<file path="config.mk">
export PLATFORM = sky130hd
export DESIGN_NAME = video_timing
export DESIGN_NICKNAME = d
export VERILOG_FILES = /design/src/common/mylstar_pkg.sv /design/src/video_timing.sv
export SDC_FILE = /design/constraint.sdc
export NUM_CORES = 1
export LEC_CHECK = 0
export BUFFER_PORTS_ARGS = -buffer_cell sky130_fd_sc_hd__buf_2
export CAP_MARGIN = 20
export CELL_PAD_IN_SITES_DETAIL_PLACEMENT = 0
export CELL_PAD_IN_SITES_GLOBAL_PLACEMENT = 1
export CORE_MARGIN = 3
export CORE_UTILIZATION = 38
export CTS_BUF_LIST = sky130_fd_sc_hd__clkbuf_8
export CTS_CLUSTER_SIZE = 16
export DETAILED_ROUTE_END_ITERATION = 6
export GPL_ROUTABILITY_DRIVEN = 0
export MAX_ROUTING_LAYER = met4
export PLACE_DENSITY_LB_ADDON = 0.3
export SETUP_SLACK_MARGIN = 0.15
export SLEW_MARGIN = 20
export SYNTH_ARGS = -nofsm -noshare
export SYNTH_HDL_FRONTEND = slang
export SYNTH_SLANG_ARGS = --single-unit
</file>
<file path="constraint.sdc">
create_clock -name clk_sys -period 1.9 [get_ports clk_sys]
set_input_delay 0.285 -clock clk_sys [delete_from_list [all_inputs] [get_ports clk_sys]]
set_output_delay 0.285 -clock clk_sys [all_outputs]
set_load 0.05 [all_outputs]
</file>
<file path="src/common/mylstar_pkg.sv">
`default_nettype none

package mylstar_pkg;

  // Host write cycle, one per strobe
  typedef struct packed {
    logic        wr;
    logic [15:0] addr;
    logic [7:0]  data;
  } host_wr_t;

  // Tile ROM download beat
  typedef struct packed {
    logic        valid;
    logic [13:0] addr;
    logic [7:0]  data;
  } rom_load_t;

  // Scan position and video flags
  typedef struct packed {
    logic [8:0] h;
    logic [8:0] v;
    logic       hblank;
    logic       vblank;
    logic       hsync;
    logic       vsync;
  } beam_t;

  // Effective flip and bank state
  typedef struct packed {
    logic hflip;
    logic vflip;
    logic bank_sel;
  } ctrl_t;

  typedef struct packed {
    logic       wr_r;
    logic       wr_gb;
    logic [3:0] entry;
    logic [7:0] data;
  } pal_wr_t;

  typedef struct packed {
    logic       wr;
    logic [9:0] idx;
    logic [7:0] code;
  } map_wr_t;

  typedef enum logic [1:0] {
    REGION_NONE,
    REGION_MAP,
    REGION_PAL,
    REGION_CTRL
  } bus_region_e;

  // Host address map
  localparam logic [15:0] MAP_BASE  = 16'h4000;
  localparam logic [15:0] PAL_BASE  = 16'h5000;
  localparam logic [15:0] CTRL_ADDR = 16'h5800;

  // Control register layout
  localparam int CTRL_HFLIP_BIT = 1;
  localparam int CTRL_VFLIP_BIT = 2;
  localparam int CTRL_BANK_BIT  = 4;

  // Default raster
  localparam int H_ACTIVE    = 256;
  localparam int H_TOTAL     = 320;
  localparam int HSYNC_START = 272;
  localparam int HSYNC_LEN   = 24;
  localparam int V_ACTIVE    = 240;
  localparam int V_TOTAL     = 262;
  localparam int VSYNC_START = 244;
  localparam int VSYNC_LEN   = 3;

  // Beam register to RGB output
  localparam int PIPE_DEPTH = 3;

endpackage

`default_nettype wire
</file>
<file path="src/video_timing.sv">
`timescale 1ns/10ps
`default_nettype none

module video_timing
  import mylstar_pkg::*;
#(
  parameter int H_ACTIVE    = 256,
  parameter int H_TOTAL     = 320,
  parameter int HSYNC_START = 272,
  parameter int HSYNC_LEN   = 24,
  parameter int V_ACTIVE    = 240,
  parameter int V_TOTAL     = 262,
  parameter int VSYNC_START = 244,
  parameter int VSYNC_LEN   = 3
) (
  input  wire   clk_sys,
  input  wire   rst_n,
  output beam_t beam
);

  localparam logic [8:0] H_LAST     = 9'(H_TOTAL - 1);
  localparam logic [8:0] V_LAST     = 9'(V_TOTAL - 1);
  localparam logic [8:0] H_ACT      = 9'(H_ACTIVE);
  localparam logic [8:0] V_ACT      = 9'(V_ACTIVE);
  localparam logic [8:0] HS_FIRST   = 9'(HSYNC_START);
  localparam logic [8:0] HS_END     = 9'(HSYNC_START + HSYNC_LEN);
  localparam logic [8:0] VS_FIRST   = 9'(VSYNC_START);
  localparam logic [8:0] VS_END     = 9'(VSYNC_START + VSYNC_LEN);

  logic [8:0] h_next;
  logic [8:0] v_next;

  // Horizontal counter carries into the line counter
  always_comb begin
    h_next = beam.h + 9'd1;
    v_next = beam.v;
    if (beam.h == H_LAST) begin
      h_next = 9'd0;
      if (beam.v == V_LAST) begin
        v_next = 9'd0;
      end else begin
        v_next = beam.v + 9'd1;
      end
    end
  end

  // Flags are decoded from the next count so they register with it
  always_ff @(posedge clk_sys) begin
    if (!rst_n) begin
      beam <= '0;
    end else begin
      beam.h      <= h_next;
      beam.v      <= v_next;
      beam.hblank <= (h_next >= H_ACT);
      beam.vblank <= (v_next >= V_ACT);
      beam.hsync  <= (h_next >= HS_FIRST) && (h_next < HS_END);
      beam.vsync  <= (v_next >= VS_FIRST) && (v_next < VS_END);
    end
  end

endmodule

`default_nettype wire

</file>
==> reports/qor.yml <==
io_pins: 24
coreArea_mm2: 0.00288
top_regs: "beam (21)"
yosysTopAreaCell: "dfxtp_1"
tns_ns: 0
die_h_um: 62.0
critical_path_class: "reg2reg"
post_drt_via_cell_ratio: 5.43
drive_gt1_frac: 0.485
drc_errors: 0
cts_root_buf: "clkbuf_8"
cts.htree.levels: 1
cts_num_sinks: 21
ys_seq_area_frac: 0.353
combPwrFrac: 0.065
relSlewSlack: 0.713
clk_latency_ns: 0.26
final_common_cell: "buf_2"
final_antenna_net_count: 0
synthArstFlopShare: 0
cts-hold-fix-buffers: 0
antenna_found_initial: 0
power_leakage_uw: 0.000630
grt_pass1_wl_um: 4730
grt_pass1_vias: 965
cts_tree: "done"
synth-edff-count: 0
switching_power_uw: 192
numPortBuffers: 23
drtPass1Iterations: 4
hold_viol_final: 0
netSwitchingFraction: 0.242
grt_max_degree: 14
min-delay-path-class: "in2reg"
grt_usage: 0.172
syn_avg_cell_area_um2: 9.02
startpoint_type: "flop"
diodes: 0
initial_core_util: 0.414
fill_cells: 257
cap_violations: 0
synth-main-ff-cell: "dfxtp_1"
internal-power_uw: 600
required_ns: 2.04
ys_ff_latch: 21
rows: 19
outcome: "complete, no violations"
synth_fp_nets: 137
ys_warn_count: 0
clock_path_buffers: 2
slew_violations: 0
dr_total_vias: 1114
ys_types: 46
wl_per_cell_um: 15.3
drt_iter0_drc: 58
pwr-share-clk: 0.367
post-route-period-util: 0.911
ys_top_cells_by_area: "dfxtp_1, nor2_1, xor2_1, a21oi_1, and4_1"
largest_register_ffs: 21
synth_top_area_frac: 0.353
arrival_ns: 1.87
synthCells: 132
clk_pin_slew_worst_paths_ns: 0.08
period_needed_ns: 1.73
finalNetCount: 169
utilization: 0.557
cp_max_fo: 7
power.density_mw_per_mm2: 494
max_freq_mhz: 577
dpl.hpwl_um: 2120
overflow: 0
die_w_um: 62.0
largest-register: "beam"
cts_inserted_buffers: 3
worst_pin_slew_ns: 0.431
sequentialPowerShare: 0.569
rsz0062_at_grt: "yes"
end_kind: "flop"
routed_wl_um: 3150
dieArea_mm2: 0.00384
vdd_drop_max_mv: 0.549
setup_viol: 0
netlist_area_mm2: 0.00119
skew_ns: 0.00829
synthToLayoutAreaGrowth_pct: 34.6
final_cell_mix: "buf_2, nor2_1, dfxtp_2, buf_4, a21oi_1"
## final timing paths
path	start	end	slack [ns]	depth (start not counted)
worst max register to register	beam[5]	beam[0]	0.17	7
worst min register to register	beam[5]	beam[5]	0.54	2
worst min-delay path	rst_n	beam[8]	0.33	2
worst max-delay path	beam[5]	beam[0]	0.17	7
## logic make-up after synthesis
kind of cell | synth area share
and+or+nand+nor | 0.341
AOI/OAI and AO/OA | 0.147
DFF | 0.353
buffers and inverters | 0.0588
xor gates and xnor gates | 0.0515
adders and majority gates | 0.0315
muxes | 0.0168
## power groups by stage
stage	combinational (uW)	sequential (uW)	clock [uW]
2_1_floorplan	15.7	480	0
3_3_place_gp	50.5	461	0
3_5_place_dp	50.4	461	0
4_1_cts	50.4	451	292
5_1_grt	54.3	451	320
6_report	51.1	450	290
## through the flow
step	power [uW]	setup WS, ns	area (um2)	instances	hold WS, ns
6_report	792	0.168	1600	205	0.331
5_1_grt	826	0.0631	1600	205	0.327
4_1_cts	793	0.163	1480	200	0.325
3_5_place_dp	512	-0.0138	1420	196	0.536
3_3_place_gp	511	0.0449	1420	196	0.529
2_1_floorplan	496	0.0653	1250	132	0.397
## routing by layer
metal | share of wire | vias to the layer above | GRT usage
li1 | - | 555 | -
met5 | 0 | - | -
met4 | 0.0057 | 0 | 0.0364
met3 | 0.048 | 2 | 0.0455
met2 | 0.45 | 26 | 0.240
met1 | 0.50 | 531 | 0.249
## what timing repair did
| item | 4_1_cts | 5_1_grt |
|---|---|---|
| gates resized for setup | 4 | 16 |
| buffers inserted | 0 | 5 |
| endpoints found under the setup margin | 4 | 4 |
| pin swaps | 0 | 7 |
## layout make-up
type | instances | area, um2 | share of cell area
timing repair buffer | 34 | 198 | 0.123
inverter | 5 | 18.8 | 0.0117
tap | 42 | 52.6 | 0.0328
clock buffer | 3 | 41.3 | 0.0258
multi-input combinational | 99 | 833 | 0.520
clock inverter | 1 | 3.75 | 0.00234
sequential | 21 | 455 | 0.284
## critical path, stage by stage, from the launching register on
cell and delay, ns:
dfxtp_4 0.38, inv_2 0.05, ha_4 0.14, nor4bb_4 0.16, and2_4 0.21, or4_4 0.54, o2111ai_4 0.08, nor4_2 0.06
## cells in the mapped netlist (all sizes together), types with 2 or more instances
library cell  instances
inv                   5
nor3                  5
a21oi                11
and3                  2
ha                    3
nand3                 6
nand4                 4
o21ai                 6
and2                  2
nor4b                 2
and4                  6
buf                   6
nor4                  4
mux2i                 2
nand2                 8
nor2                 14
nor2b                 2
xor2                  6
dfxtp                21
Power figures use the tool's default switching activity.
