==> config.mk <==
export PLATFORM = sky130hd
export DESIGN_NAME = palette_lut
export DESIGN_NICKNAME = d
export VERILOG_FILES = /design/src/common/mylstar_pkg.sv /design/src/palette_lut.sv
export SDC_FILE = /design/constraint.sdc
export NUM_CORES = 1
export LEC_CHECK = 0
export ABC_AREA = 1
export BUFFER_PORTS_ARGS = -buffer_cell sky130_fd_sc_hd__buf_2
export CAP_MARGIN = 20
export CORE_ASPECT_RATIO = 0.75
export CORE_MARGIN = 3
export CORE_UTILIZATION = 64
export CTS_CLUSTER_DIAMETER = 40
export DETAILED_ROUTE_END_ITERATION = 10
export PLACE_DENSITY = 0.85
export SLEW_MARGIN = 5
export SYNTH_ARGS = -nofsm -noshare
export SYNTH_HDL_FRONTEND = slang
export SYNTH_SLANG_ARGS = --single-unit
==> constraint.sdc <==
create_clock -name clk_sys -period 2.43 [get_ports clk_sys]
set_input_delay 0.1215 -clock clk_sys [delete_from_list [all_inputs] [get_ports clk_sys]]
set_output_delay 0.1215 -clock clk_sys [all_outputs]
set_load 0.03 [all_outputs]
==> src/common/mylstar_pkg.sv <==
`default_nettype none

package mylstar_pkg;

  // Host write cycle, one per strobe
  typedef struct packed {
    logic        wr;
    logic [15:0] addr;
    logic [7:0]  data;
  } host_wr_t;

  // Tile ROM download beat
  typedef struct packed {
    logic        valid;
    logic [13:0] addr;
    logic [7:0]  data;
  } rom_load_t;

  // Scan position and video flags
  typedef struct packed {
    logic [8:0] h;
    logic [8:0] v;
    logic       hblank;
    logic       vblank;
    logic       hsync;
    logic       vsync;
  } beam_t;

  // Effective flip and bank state
  typedef struct packed {
    logic hflip;
    logic vflip;
    logic bank_sel;
  } ctrl_t;

  typedef struct packed {
    logic       wr_r;
    logic       wr_gb;
    logic [3:0] entry;
    logic [7:0] data;
  } pal_wr_t;

  typedef struct packed {
    logic       wr;
    logic [9:0] idx;
    logic [7:0] code;
  } map_wr_t;

  typedef enum logic [1:0] {
    REGION_NONE,
    REGION_MAP,
    REGION_PAL,
    REGION_CTRL
  } bus_region_e;

  // Host address map
  localparam logic [15:0] MAP_BASE  = 16'h4000;
  localparam logic [15:0] PAL_BASE  = 16'h5000;
  localparam logic [15:0] CTRL_ADDR = 16'h5800;

  // Control register layout
  localparam int CTRL_HFLIP_BIT = 1;
  localparam int CTRL_VFLIP_BIT = 2;
  localparam int CTRL_BANK_BIT  = 4;

  // Default raster
  localparam int H_ACTIVE    = 256;
  localparam int H_TOTAL     = 320;
  localparam int HSYNC_START = 272;
  localparam int HSYNC_LEN   = 24;
  localparam int V_ACTIVE    = 240;
  localparam int V_TOTAL     = 262;
  localparam int VSYNC_START = 244;
  localparam int VSYNC_LEN   = 3;

  // Beam register to RGB output
  localparam int PIPE_DEPTH = 3;

endpackage

`default_nettype wire
==> src/palette_lut.sv <==
`timescale 1ns/10ps
`default_nettype none

module palette_lut
  import mylstar_pkg::*;
(
  input  wire        clk_sys,
  input  wire        rst_n,
  input  pal_wr_t    pal_wr,
  input  wire  [3:0] pix_index,
  input  beam_t      beam_in,
  output logic [7:0] red,
  output logic [7:0] green,
  output logic [7:0] blue,
  output logic       hsync,
  output logic       vsync,
  output logic       hblank,
  output logic       vblank
);

  // Entry layout is red, green, blue
  logic [11:0] pal_ram [16];
  logic [11:0] colour;

  always_ff @(posedge clk_sys) begin
    if (pal_wr.wr_r) begin
      pal_ram[pal_wr.entry][11:8] <= pal_wr.data[3:0];
    end
    if (pal_wr.wr_gb) begin
      pal_ram[pal_wr.entry][7:0] <= pal_wr.data;
    end
  end

  assign colour = pal_ram[pix_index];

  always_ff @(posedge clk_sys) begin
    if (!rst_n) begin
      red    <= '0;
      green  <= '0;
      blue   <= '0;
      hsync  <= 1'b0;
      vsync  <= 1'b0;
      hblank <= 1'b0;
      vblank <= 1'b0;
    end else begin
      if (beam_in.hblank || beam_in.vblank) begin
        red   <= '0;
        green <= '0;
        blue  <= '0;
      end else begin
        red   <= {colour[11:8], 4'd0};
        green <= {colour[7:4], 4'd0};
        blue  <= {colour[3:0], 4'd0};
      end
      hsync  <= beam_in.hsync;
      vsync  <= beam_in.vsync;
      hblank <= beam_in.hblank;
      vblank <= beam_in.vblank;
    end
  end

endmodule

`default_nettype wire

==> results.yml <==
status:
  status: "completed"
setup_path:
  cp.buffers_inverters: 1
  critical-path-top-delay-family: "simple AND/OR/NAND/NOR gates"
  cp_max_fo: 8
  r2r_setup_slack_ns: 1.23
  end_kind: "flip-flop"
  required_ns: 2.55
  critPathMostFrequentCell: "nor2_1"
  startpoint_type: "input port"
  slowest_stage: "nor2_1"
  worst_path_largest_cell_delay_ns: 0.63
  crit_path_cell_trace: "buf_2 > nor2_1 > nand2_1 > nor2_1"
  crit_arrival_ns: 1.36
  critPathKind: "input port to flip-flop"
detailed_routing:
  antenna_left: 0
  vias: 6136
  wirelength_um: 19600
  viasPerCell: 5.64
  drc_errors: 0
  drt_iter0_drc: 1051
  wire_per_inst_um: 18.0
  dr.pass1.iters: 6
sta:
  whs_ns: 0.0313
  final_hold_viol_count: 0
  setup_tns_ns: 0
  rsz0062_at_grt: "no"
  fmax_mhz: 806
  finalSetupViolations: 0
  maxSlewViolCount: 0
  period_needed_ns: 1.24
  slew_headroom_pct: 46.4
  setup_ws_ns: 1.19
  fin_crit_sh_pct: 51.1
  tightest_slew_ns: 0.801
  fin_skew_ns: 0.0140
synthesis:
  yosys_warnings: 0
  ys_types: 15
  synth_cells: 851
  synth_area_leaders: "edfxtp_1 66%, nand2_1 13%, nand3_1 6.9%"
  synth.avg_cell_area_um2: 10.3
  yosysTopAreaCell: "edfxtp_1"
  netlist_area_um2: 8800
  ys_ff_latch: 208
  seq_area_frac_synth_pct: 69.1
  synth_top_cell_area_share_pct: 65.5
finish:
  diodes: 0
  syn2layout_area_growth_pct: 12.0
  nNetsFinal: 943
  drive_gt1_share_pct: 9.93
  fin_cells: 1087
pwr:
  powerDensity_nw_per_um2: 759
  leakage_nw: 4.22
  switchingPower_w: 0.00169
  vdd_drop_max_mv: 0.703
  p_seq_share_pct: 53.5
  swShare_pct: 22.6
  p_clk_share_pct: 39.3
  combPwrFrac_pct: 7.2
  power_w: 0.00748
  cell_internal_pwr_w: 0.00579
cts:
  cts.sinks: 208
  cts_resized: 0
  path_clk_slew_ns: 0.06
  worstSkewPairLatency_ns: 0.50
  ctsHtreeMaxLevel: 1
  clock_path_buffers: 3
  numCtsBuffers: 21
  tritoncts: "built"
  cts_root_buf: "clkbuf_16"
grt:
  antenna_found_initial: 0
  grt_pass1_vias: 5645
  grt-ovfl-total: 0
  grt_util_all_layers_pct: 26.4
  grt_pass1_wl_um: 30500
  grt_max_degree: 51
placement:
  gp_congestion: 0.878
  place_hpwl_um: 11300
  portBuffers: 39
  placedCellCount: 1041
  place_ws_ns: 0.780
floorplan:
  fp-row-count: 36
  ios: 70
  die-area_um2: 15200
  start_util_pct: 66.7
  core_um2: 13200
  die_x_um: 141
  die-height_um: 108
hold_path:
  min_path_type: "input port to flip-flop"
job:
  maxCapViolCount: 0
==> Yosys cell counts <==
| master | n |
|---|---|
| inv_1 | 111 |
| nand3_1 | 122 |
| conb_1 | 1 |
| nor2_1 | 27 |
| dfxtp_1 | 16 |
| buf_1 | 6 |
| clkbuf_1 | 8 |
| a21oi_1 | 12 |
| buf_6 | 6 |
| buf_4 | 14 |
| nor3_1 | 10 |
| nand2_1 | 306 |
| buf_2 | 19 |
| inv_2 | 1 |
| edfxtp_1 | 192 |
==> what timing repair did <==
item / 4_1_cts / 5_1_grt
hold endpoints to repair: 4 / 0
hold buffers: 8 / 0
setup buffers: 0 / 0
==> kinds of logic (layout without fill, tap and decap cells) <==
logic type,after synthesis,in the layout,synth area share (%)
other,1,12,0.0426
flip-flops,208,208,69.1
AND/OR/NAND/NOR,465,465,21.7
AO/OA/AOI/OAI,12,12,0.682
buffers and inverters,165,219,8.42
==> power groups by stage <==
stage / clock network, W / registers [W] / logic [W]
after floorplan: 0 / 0.00410 / 0.000317
after CTS: 0.00297 / 0.00400 / 0.000523
final: 0.00294 / 0.00400 / 0.000535
after detailed placement: 0 / 0.00408 / 0.000505
after global placement: 0 / 0.00407 / 0.000488
after global routing: 0.00313 / 0.00401 / 0.000590
==> cells in the final DEF, fill, tap and decap left out <==
| master | synthesis | final |
|---|---|---|
| nand2_1 | 306 | 306 |
| edfxtp_1 | 192 | 192 |
| nand3_1 | 122 | 122 |
| inv_1 | 111 | 111 |
| buf_2 | 19 | 39 |
| nor2_1 | 27 | 27 |
| clkbuf_16 | 0 | 21 |
| buf_4 | 14 | 18 |
| dfxtp_1 | 16 | 16 |
| a21oi_1 | 12 | 12 |
| conb_1 | 1 | 12 |
| nor3_1 | 10 | 10 |
| dlygate4sd3_1 | 0 | 8 |
| clkbuf_1 | 8 | 6 |
| buf_12 | 0 | 4 |
| clkinv_1 | 0 | 3 |
| inv_6 | 0 | 2 |
| clkinvlp_4 | 0 | 2 |
| clkinv_2 | 0 | 2 |
| clkbuf_8 | 0 | 2 |
| inv_2 | 1 | 1 |
==> flip-flops by register name, indices dropped and copies added (netlist names) <==
register and cells:
vblank 1, pal_ram 192, vsync 1, red 4, hblank 1, green 4
hsync 1, blue 4
==> per-layer routing <==
metal	wire [um]	GRT usage [%]	vias up	part of all wire, %
li1	-	-	2841	-
met1	7460	37.6	2791	38
met2	8990	41.9	457	46
met3	2650	6.53	47	14
met4	471	6.10	0	2.4
met5	0	0	-	0
==> metrics by stage <==
step	utilization (%)	instance area [um2]
finish	74.7	9860
floorplan	-	8840
detailed placement	69.3	9150
global placement	69.3	9150
CTS	74.7	9860
global route	74.7	9860
==> path summary, 6_finish.rpt <==
kind / cells after the start / endpoint / from
max: 4 / pal_ram[2][7] / pal_wr[10]
min reg2reg: 6 / green[4] / pal_ram[0][4]
min: 1 / pal_ram[11][5] / pal_wr[5]
max reg2reg: 6 / blue[4] / pal_ram[14][0]
==> area by class of cell <==
type	instances	area, um2
well taps	171	214
multi-input cells	489	2020
clock buffers	29	576
repair buffers	69	490
fillers	817	3340
flip-flops and latches	208	6090
inverters	112	420
clock inverters	9	53.8
Note: power is estimated with default switching activity, not from simulation.
