`src/common/mylstar_pkg.sv`:
```
`default_nettype none

package mylstar_pkg;

  // Host write cycle, one per strobe
  typedef struct packed {
    logic        wr;
    logic [15:0] addr;
    logic [7:0]  data;
  } host_wr_t;

  // Tile ROM download beat
  typedef struct packed {
    logic        valid;
    logic [13:0] addr;
    logic [7:0]  data;
  } rom_load_t;

  // Scan position and video flags
  typedef struct packed {
    logic [8:0] h;
    logic [8:0] v;
    logic       hblank;
    logic       vblank;
    logic       hsync;
    logic       vsync;
  } beam_t;

  // Effective flip and bank state
  typedef struct packed {
    logic hflip;
    logic vflip;
    logic bank_sel;
  } ctrl_t;

  typedef struct packed {
    logic       wr_r;
    logic       wr_gb;
    logic [3:0] entry;
    logic [7:0] data;
  } pal_wr_t;

  typedef struct packed {
    logic       wr;
    logic [9:0] idx;
    logic [7:0] code;
  } map_wr_t;

  typedef enum logic [1:0] {
    REGION_NONE,
    REGION_MAP,
    REGION_PAL,
    REGION_CTRL
  } bus_region_e;

  // Host address map
  localparam logic [15:0] MAP_BASE  = 16'h4000;
  localparam logic [15:0] PAL_BASE  = 16'h5000;
  localparam logic [15:0] CTRL_ADDR = 16'h5800;

  // Control register layout
  localparam int CTRL_HFLIP_BIT = 1;
  localparam int CTRL_VFLIP_BIT = 2;
  localparam int CTRL_BANK_BIT  = 4;

  // Default raster
  localparam int H_ACTIVE    = 256;
  localparam int H_TOTAL     = 320;
  localparam int HSYNC_START = 272;
  localparam int HSYNC_LEN   = 24;
  localparam int V_ACTIVE    = 240;
  localparam int V_TOTAL     = 262;
  localparam int VSYNC_START = 244;
  localparam int VSYNC_LEN   = 3;

  // Beam register to RGB output
  localparam int PIPE_DEPTH = 3;

endpackage

`default_nettype wire
```
`src/host_decode.sv`:
```
`timescale 1ns/10ps
`default_nettype none

module host_decode
  import mylstar_pkg::*;
(
  input  wire      clk_sys,
  input  wire      rst_n,
  input  host_wr_t host,
  input  wire      hflip,
  input  wire      vflip,
  output ctrl_t    ctrl,
  output map_wr_t  map_wr,
  output pal_wr_t  pal_wr
);

  bus_region_e region;
  ctrl_t       ctrl_q;

  always_comb begin
    if (host.addr[15:10] == MAP_BASE[15:10]) begin
      region = REGION_MAP;
    end else if (host.addr[15:5] == PAL_BASE[15:5]) begin
      region = REGION_PAL;
    end else if (host.addr == CTRL_ADDR) begin
      region = REGION_CTRL;
    end else begin
      region = REGION_NONE;
    end
  end

  always_ff @(posedge clk_sys) begin
    if (!rst_n) begin
      ctrl_q <= '0;
    end else if (host.wr && region == REGION_CTRL) begin
      ctrl_q.hflip    <= host.data[CTRL_HFLIP_BIT];
      ctrl_q.vflip    <= host.data[CTRL_VFLIP_BIT];
      ctrl_q.bank_sel <= host.data[CTRL_BANK_BIT];
    end
  end

  // Cabinet pins invert the register flip bits
  assign ctrl.hflip    = ctrl_q.hflip ^ hflip;
  assign ctrl.vflip    = ctrl_q.vflip ^ vflip;
  assign ctrl.bank_sel = ctrl_q.bank_sel;

  assign map_wr.wr   = host.wr && (region == REGION_MAP);
  assign map_wr.idx  = host.addr[9:0];
  assign map_wr.code = host.data;

  // Odd byte is red, even byte is green and blue
  assign pal_wr.wr_r  = host.wr && (region == REGION_PAL) && host.addr[0];
  assign pal_wr.wr_gb = host.wr && (region == REGION_PAL) && !host.addr[0];
  assign pal_wr.entry = host.addr[4:1];
  assign pal_wr.data  = host.data;

endmodule

`default_nettype wire

```
`config.mk`:
```
export PLATFORM = sky130hd
export DESIGN_NAME = host_decode
export DESIGN_NICKNAME = d
export VERILOG_FILES = /design/src/common/mylstar_pkg.sv /design/src/host_decode.sv
export SDC_FILE = /design/constraint.sdc
export NUM_CORES = 1
export LEC_CHECK = 0
export BUFFER_PORTS_ARGS = -buffer_cell sky130_fd_sc_hd__buf_2
export CAP_MARGIN = 30
export CORE_UTILIZATION = 31
export DETAILED_ROUTE_END_ITERATION = 12
export PLACE_DENSITY = 0.87
export SLEW_MARGIN = 20
export SYNTH_ARGS = -nofsm -noshare
export SYNTH_HDL_FRONTEND = slang
export SYNTH_SLANG_ARGS = --single-unit
export TNS_END_PERCENT = 50
```
`constraint.sdc`:
```
create_clock -name clk_sys -period 3 [get_ports clk_sys]
set_input_delay 0.3 -clock clk_sys [delete_from_list [all_inputs] [get_ports clk_sys]]
set_output_delay 0.3 -clock clk_sys [all_outputs]
set_load 0.05 [all_outputs]
```
==> impl_metrics.env <==
export IMPL_dp_hpwl_um=723
export IMPL_worst_slew_pin_slew_ns=0.261
export IMPL_synth_ff_latch_count=3
export IMPL_ys_top_cells_by_area="sky130_fd_sc_hd__buf_4 52%, sky130_fd_sc_hd__dfxtp_1 13%, sky130_fd_sc_hd__mux2i_1 6.7%"
export IMPL_fmax_mhz=579
export IMPL_synth_distinct_cells=11
export IMPL_design_die_area_um2=1590
export IMPL_max_clock_path_buffers=2
export IMPL_critical_path_reg2reg_startpoint="ctrl_q[2]$_SDFFE_PN0P_"
export IMPL_post_cts_setup_buffer_count=0
export IMPL_post_synth_edffs=0
export IMPL_grt_start_max_net_pins=7
export IMPL_clkPwrFrac_pct=35.4
export IMPL_power_leakage_uw=0.000288
export IMPL_layout_filler_cells=140
export IMPL_async_s_r_ff_share_synth_pct=0
export IMPL_crit_fanout=3
export IMPL_synth_warnings=0
export IMPL_hold_start="host[4]"
export IMPL_total_of_endpoints_with_negative_setup_slack_in_the_final_report=0
export IMPL_design_power_total_uw=209
export IMPL_detailedRoute_firstIterationViolations=1
export IMPL_clock_root_buffer="sky130_fd_sc_hd__clkbuf_4"
export IMPL_tot_gr_track_use_pct=10.5
export IMPL_critical_path_rt_ns=2.70
export IMPL_tritoncts="yes"
export IMPL_cap_violations=0
export IMPL_core_area_um2=1320
export IMPL_numPlacedInstances=88
export IMPL_route_detailed_drc=0
export IMPL_synth_flop_cell="sky130_fd_sc_hd__dfxtp_1"
export IMPL_final_net_count=107
export IMPL_powerDensity_nw_per_um2=415
export IMPL_cts_hold_buffers=0
export IMPL_met1_global_route_usage_pct=7.67
export IMPL_grt_met2_usage_pct=17.7
export IMPL_final_min_clock_period_ns=1.73
export IMPL_layout_worst_path_cycle_share_pct=57.6
export IMPL_cp_end_kind="primary output"
export IMPL_yosysMostFrequentCell="sky130_fd_sc_hd__buf_4"
export IMPL_pin_count=65
export IMPL_globalRoute_totalOverflow=0
export IMPL_global_route_usage_met3_pct=10.8
export IMPL_route_detailed_vias_per_inst=4.34
export IMPL_slew_headroom_pct=82.7
export IMPL_area_growth_synth_to_final_pct=12.9
export IMPL_clkLatencyLatePin_ns=0.23
export IMPL_drive_above_1_share_pct=70.1
export IMPL_initial_core_util_pct=33.8
export IMPL_rsz0062_at_grt="false"
export IMPL_cp_arrival_ns=1.43
export IMPL_synthCells=55
export IMPL_post_layout_nonfiller_instances=92
export IMPL_dr_total_vias=399
export IMPL_buffer_ports_inserted=49
export IMPL_slew_violations=0
export IMPL_cp_start_kind="primary input"
export IMPL_synth_yosys_seq_area_share_pct=13.5
export IMPL_criticalPathCategory="primary input to primary output"
export IMPL_synth_net_count=84
export IMPL_power_report_internal_total_uw=114
export IMPL_p_switching_uw=95.0
export IMPL_wire_per_inst_um=9.26
export IMPL_finalHoldViolCount=0
export IMPL_fp_dieH_um=39.9
export IMPL_cts_buffers=3
export IMPL_synth_top_area_cell="sky130_fd_sc_hd__buf_4"
export IMPL_resized_after_cts=0
export IMPL_status="completed"
export IMPL_vdd_ir_drop_max_mv=0.245
export IMPL_synth_commonest_cells="31 x sky130_fd_sc_hd__buf_4, 7 x sky130_fd_sc_hd__nand2_1, 3 x sky130_fd_sc_hd__dfxtp_1, 3 x sky130_fd_sc_hd__mux2i_1, 3 x sky130_fd_sc_hd__nor4_1"
export IMPL_grt_pass1_wl_um=1010
export IMPL_routed_wl_um=852
export IMPL_gpl_final_weighted_congestion=0.463
export IMPL_fin_skew_ns=0
export IMPL_totalNegativeSetupSlack_ns=0
export IMPL_n_antenna_cell=0
export IMPL_power_share_sequential_pct=19.2
export IMPL_first_global_vias=276
export IMPL_gr_max_usage_layer="met2"
export IMPL_placementRows=13
export IMPL_hold_path_class="primary input to flop"
export IMPL_number_of_antenna_violations_at_the_first_check_in_global_routing=0
export IMPL_synth_area_per_cell_um2=8.10
export IMPL_die_x_um=39.9
export IMPL_fin_worst_hold_slack_ns=0.326
export IMPL_worst_setup_hold_path_clk_slew_ns=0.04
export IMPL_drt_antenna_violating_nets=0
export IMPL_mappedNetlistArea_um2=445
export IMPL_netlist_area_leader_share_pct=52.2
export IMPL_drt_pass1_iter_count=2
export IMPL_comb_power_share_pct=45.4
export IMPL_utilization_pct=38.2
export IMPL_clkSinkCount=3
export IMPL_power_share_switching_pct=45.5
export IMPL_ctsHtreeMaxLevel=1
export IMPL_crit_start="host[14]"
worst paths after layout:
| check | to | slack (ns) | depth (start not counted) |
|---|---|---|---|
| hold / removal | ctrl[0]$_SDFFE_PN0P_ | 0.33 | 3 |
| hold reg to reg | ctrl[0]$_SDFFE_PN0P_ | 0.45 | 2 |
| setup / recovery | pal_wr[13] | 1.27 | 5 |
| setup reg to reg | ctrl_q[2]$_SDFFE_PN0P_ | 2.40 | 2 |
stage by stage:
| stage | cell area (um^2) | setup WS (ns) |
|---|---|---|
| after global placement | 477 | 1.29 |
| after global routing | 503 | 1.14 |
| after CTS | 503 | 1.26 |
| after detailed placement | 477 | 1.26 |
| after floorplan | 445 | 0.309 |
| final | 503 | 1.27 |
logic make-up (layout without fill, tap and decap cells):
| family | count (synthesis) | count (layout) | share of synthesized area [%] |
|---|---|---|---|
| XOR/XNOR | 2 | 2 | 3.93 |
| buffers and inverters | 31 | 53 | 52.2 |
| multiplexers | 3 | 3 | 6.74 |
| flip-flops | 3 | 3 | 13.5 |
| AND/OR/NAND/NOR | 16 | 16 | 23.6 |
layout make-up:
class,count,area (um^2),share of cell area [%]
Tap cell,15,18.8,3.73
Clock buffer,4,26.3,5.22
Multi-Input combinational cell,21,153,30.3
Sequential cell,3,60.1,11.9
Timing Repair Buffer,49,245,48.8
flip-flops by register name (all words and copies together), names as in the netlist:
register / cells
ctrl: 1
ctrl_q: 2
worst max-delay path, stage by stage:
cell                       delay [ns]
sky130_fd_sc_hd__buf_2           0.10
sky130_fd_sc_hd__nor4_1          0.25
sky130_fd_sc_hd__nand3b_1        0.20
sky130_fd_sc_hd__nor4b_1         0.26
sky130_fd_sc_hd__buf_2           0.31
power by group through the flow:
stage / clock (uW) / sequential, uW / combinational, uW
floorplan: 0 / 40.7 / 117
global placement: 0 / 40.7 / 94.3
detailed placement: 0 / 40.7 / 95.2
CTS: 78.4 / 40.1 / 95.4
global route: 81.9 / 40.0 / 101
finish: 73.8 / 40.1 / 94.9
layer usage:
metal / up-vias / wire (um)
met5: - / 0
li1: 196 / -
met1: 173 / 270
met2: 30 / 436
met3: 0 / 145
met4: 0 / 0
cells in the final DEF, fill, tap and decap left out:
master	instances
sky130_fd_sc_hd__xor2_1	2
sky130_fd_sc_hd__nand2_1	7
sky130_fd_sc_hd__nor4b_2	1
sky130_fd_sc_hd__clkbuf_1	1
sky130_fd_sc_hd__mux2i_1	3
sky130_fd_sc_hd__buf_2	49
sky130_fd_sc_hd__dfxtp_1	3
sky130_fd_sc_hd__nor4b_1	1
sky130_fd_sc_hd__nand3b_1	2
sky130_fd_sc_hd__clkbuf_4	3
sky130_fd_sc_hd__nor3_1	1
sky130_fd_sc_hd__nor3_4	1
sky130_fd_sc_hd__nor4_1	3
Power figures use the tool's default switching activity.
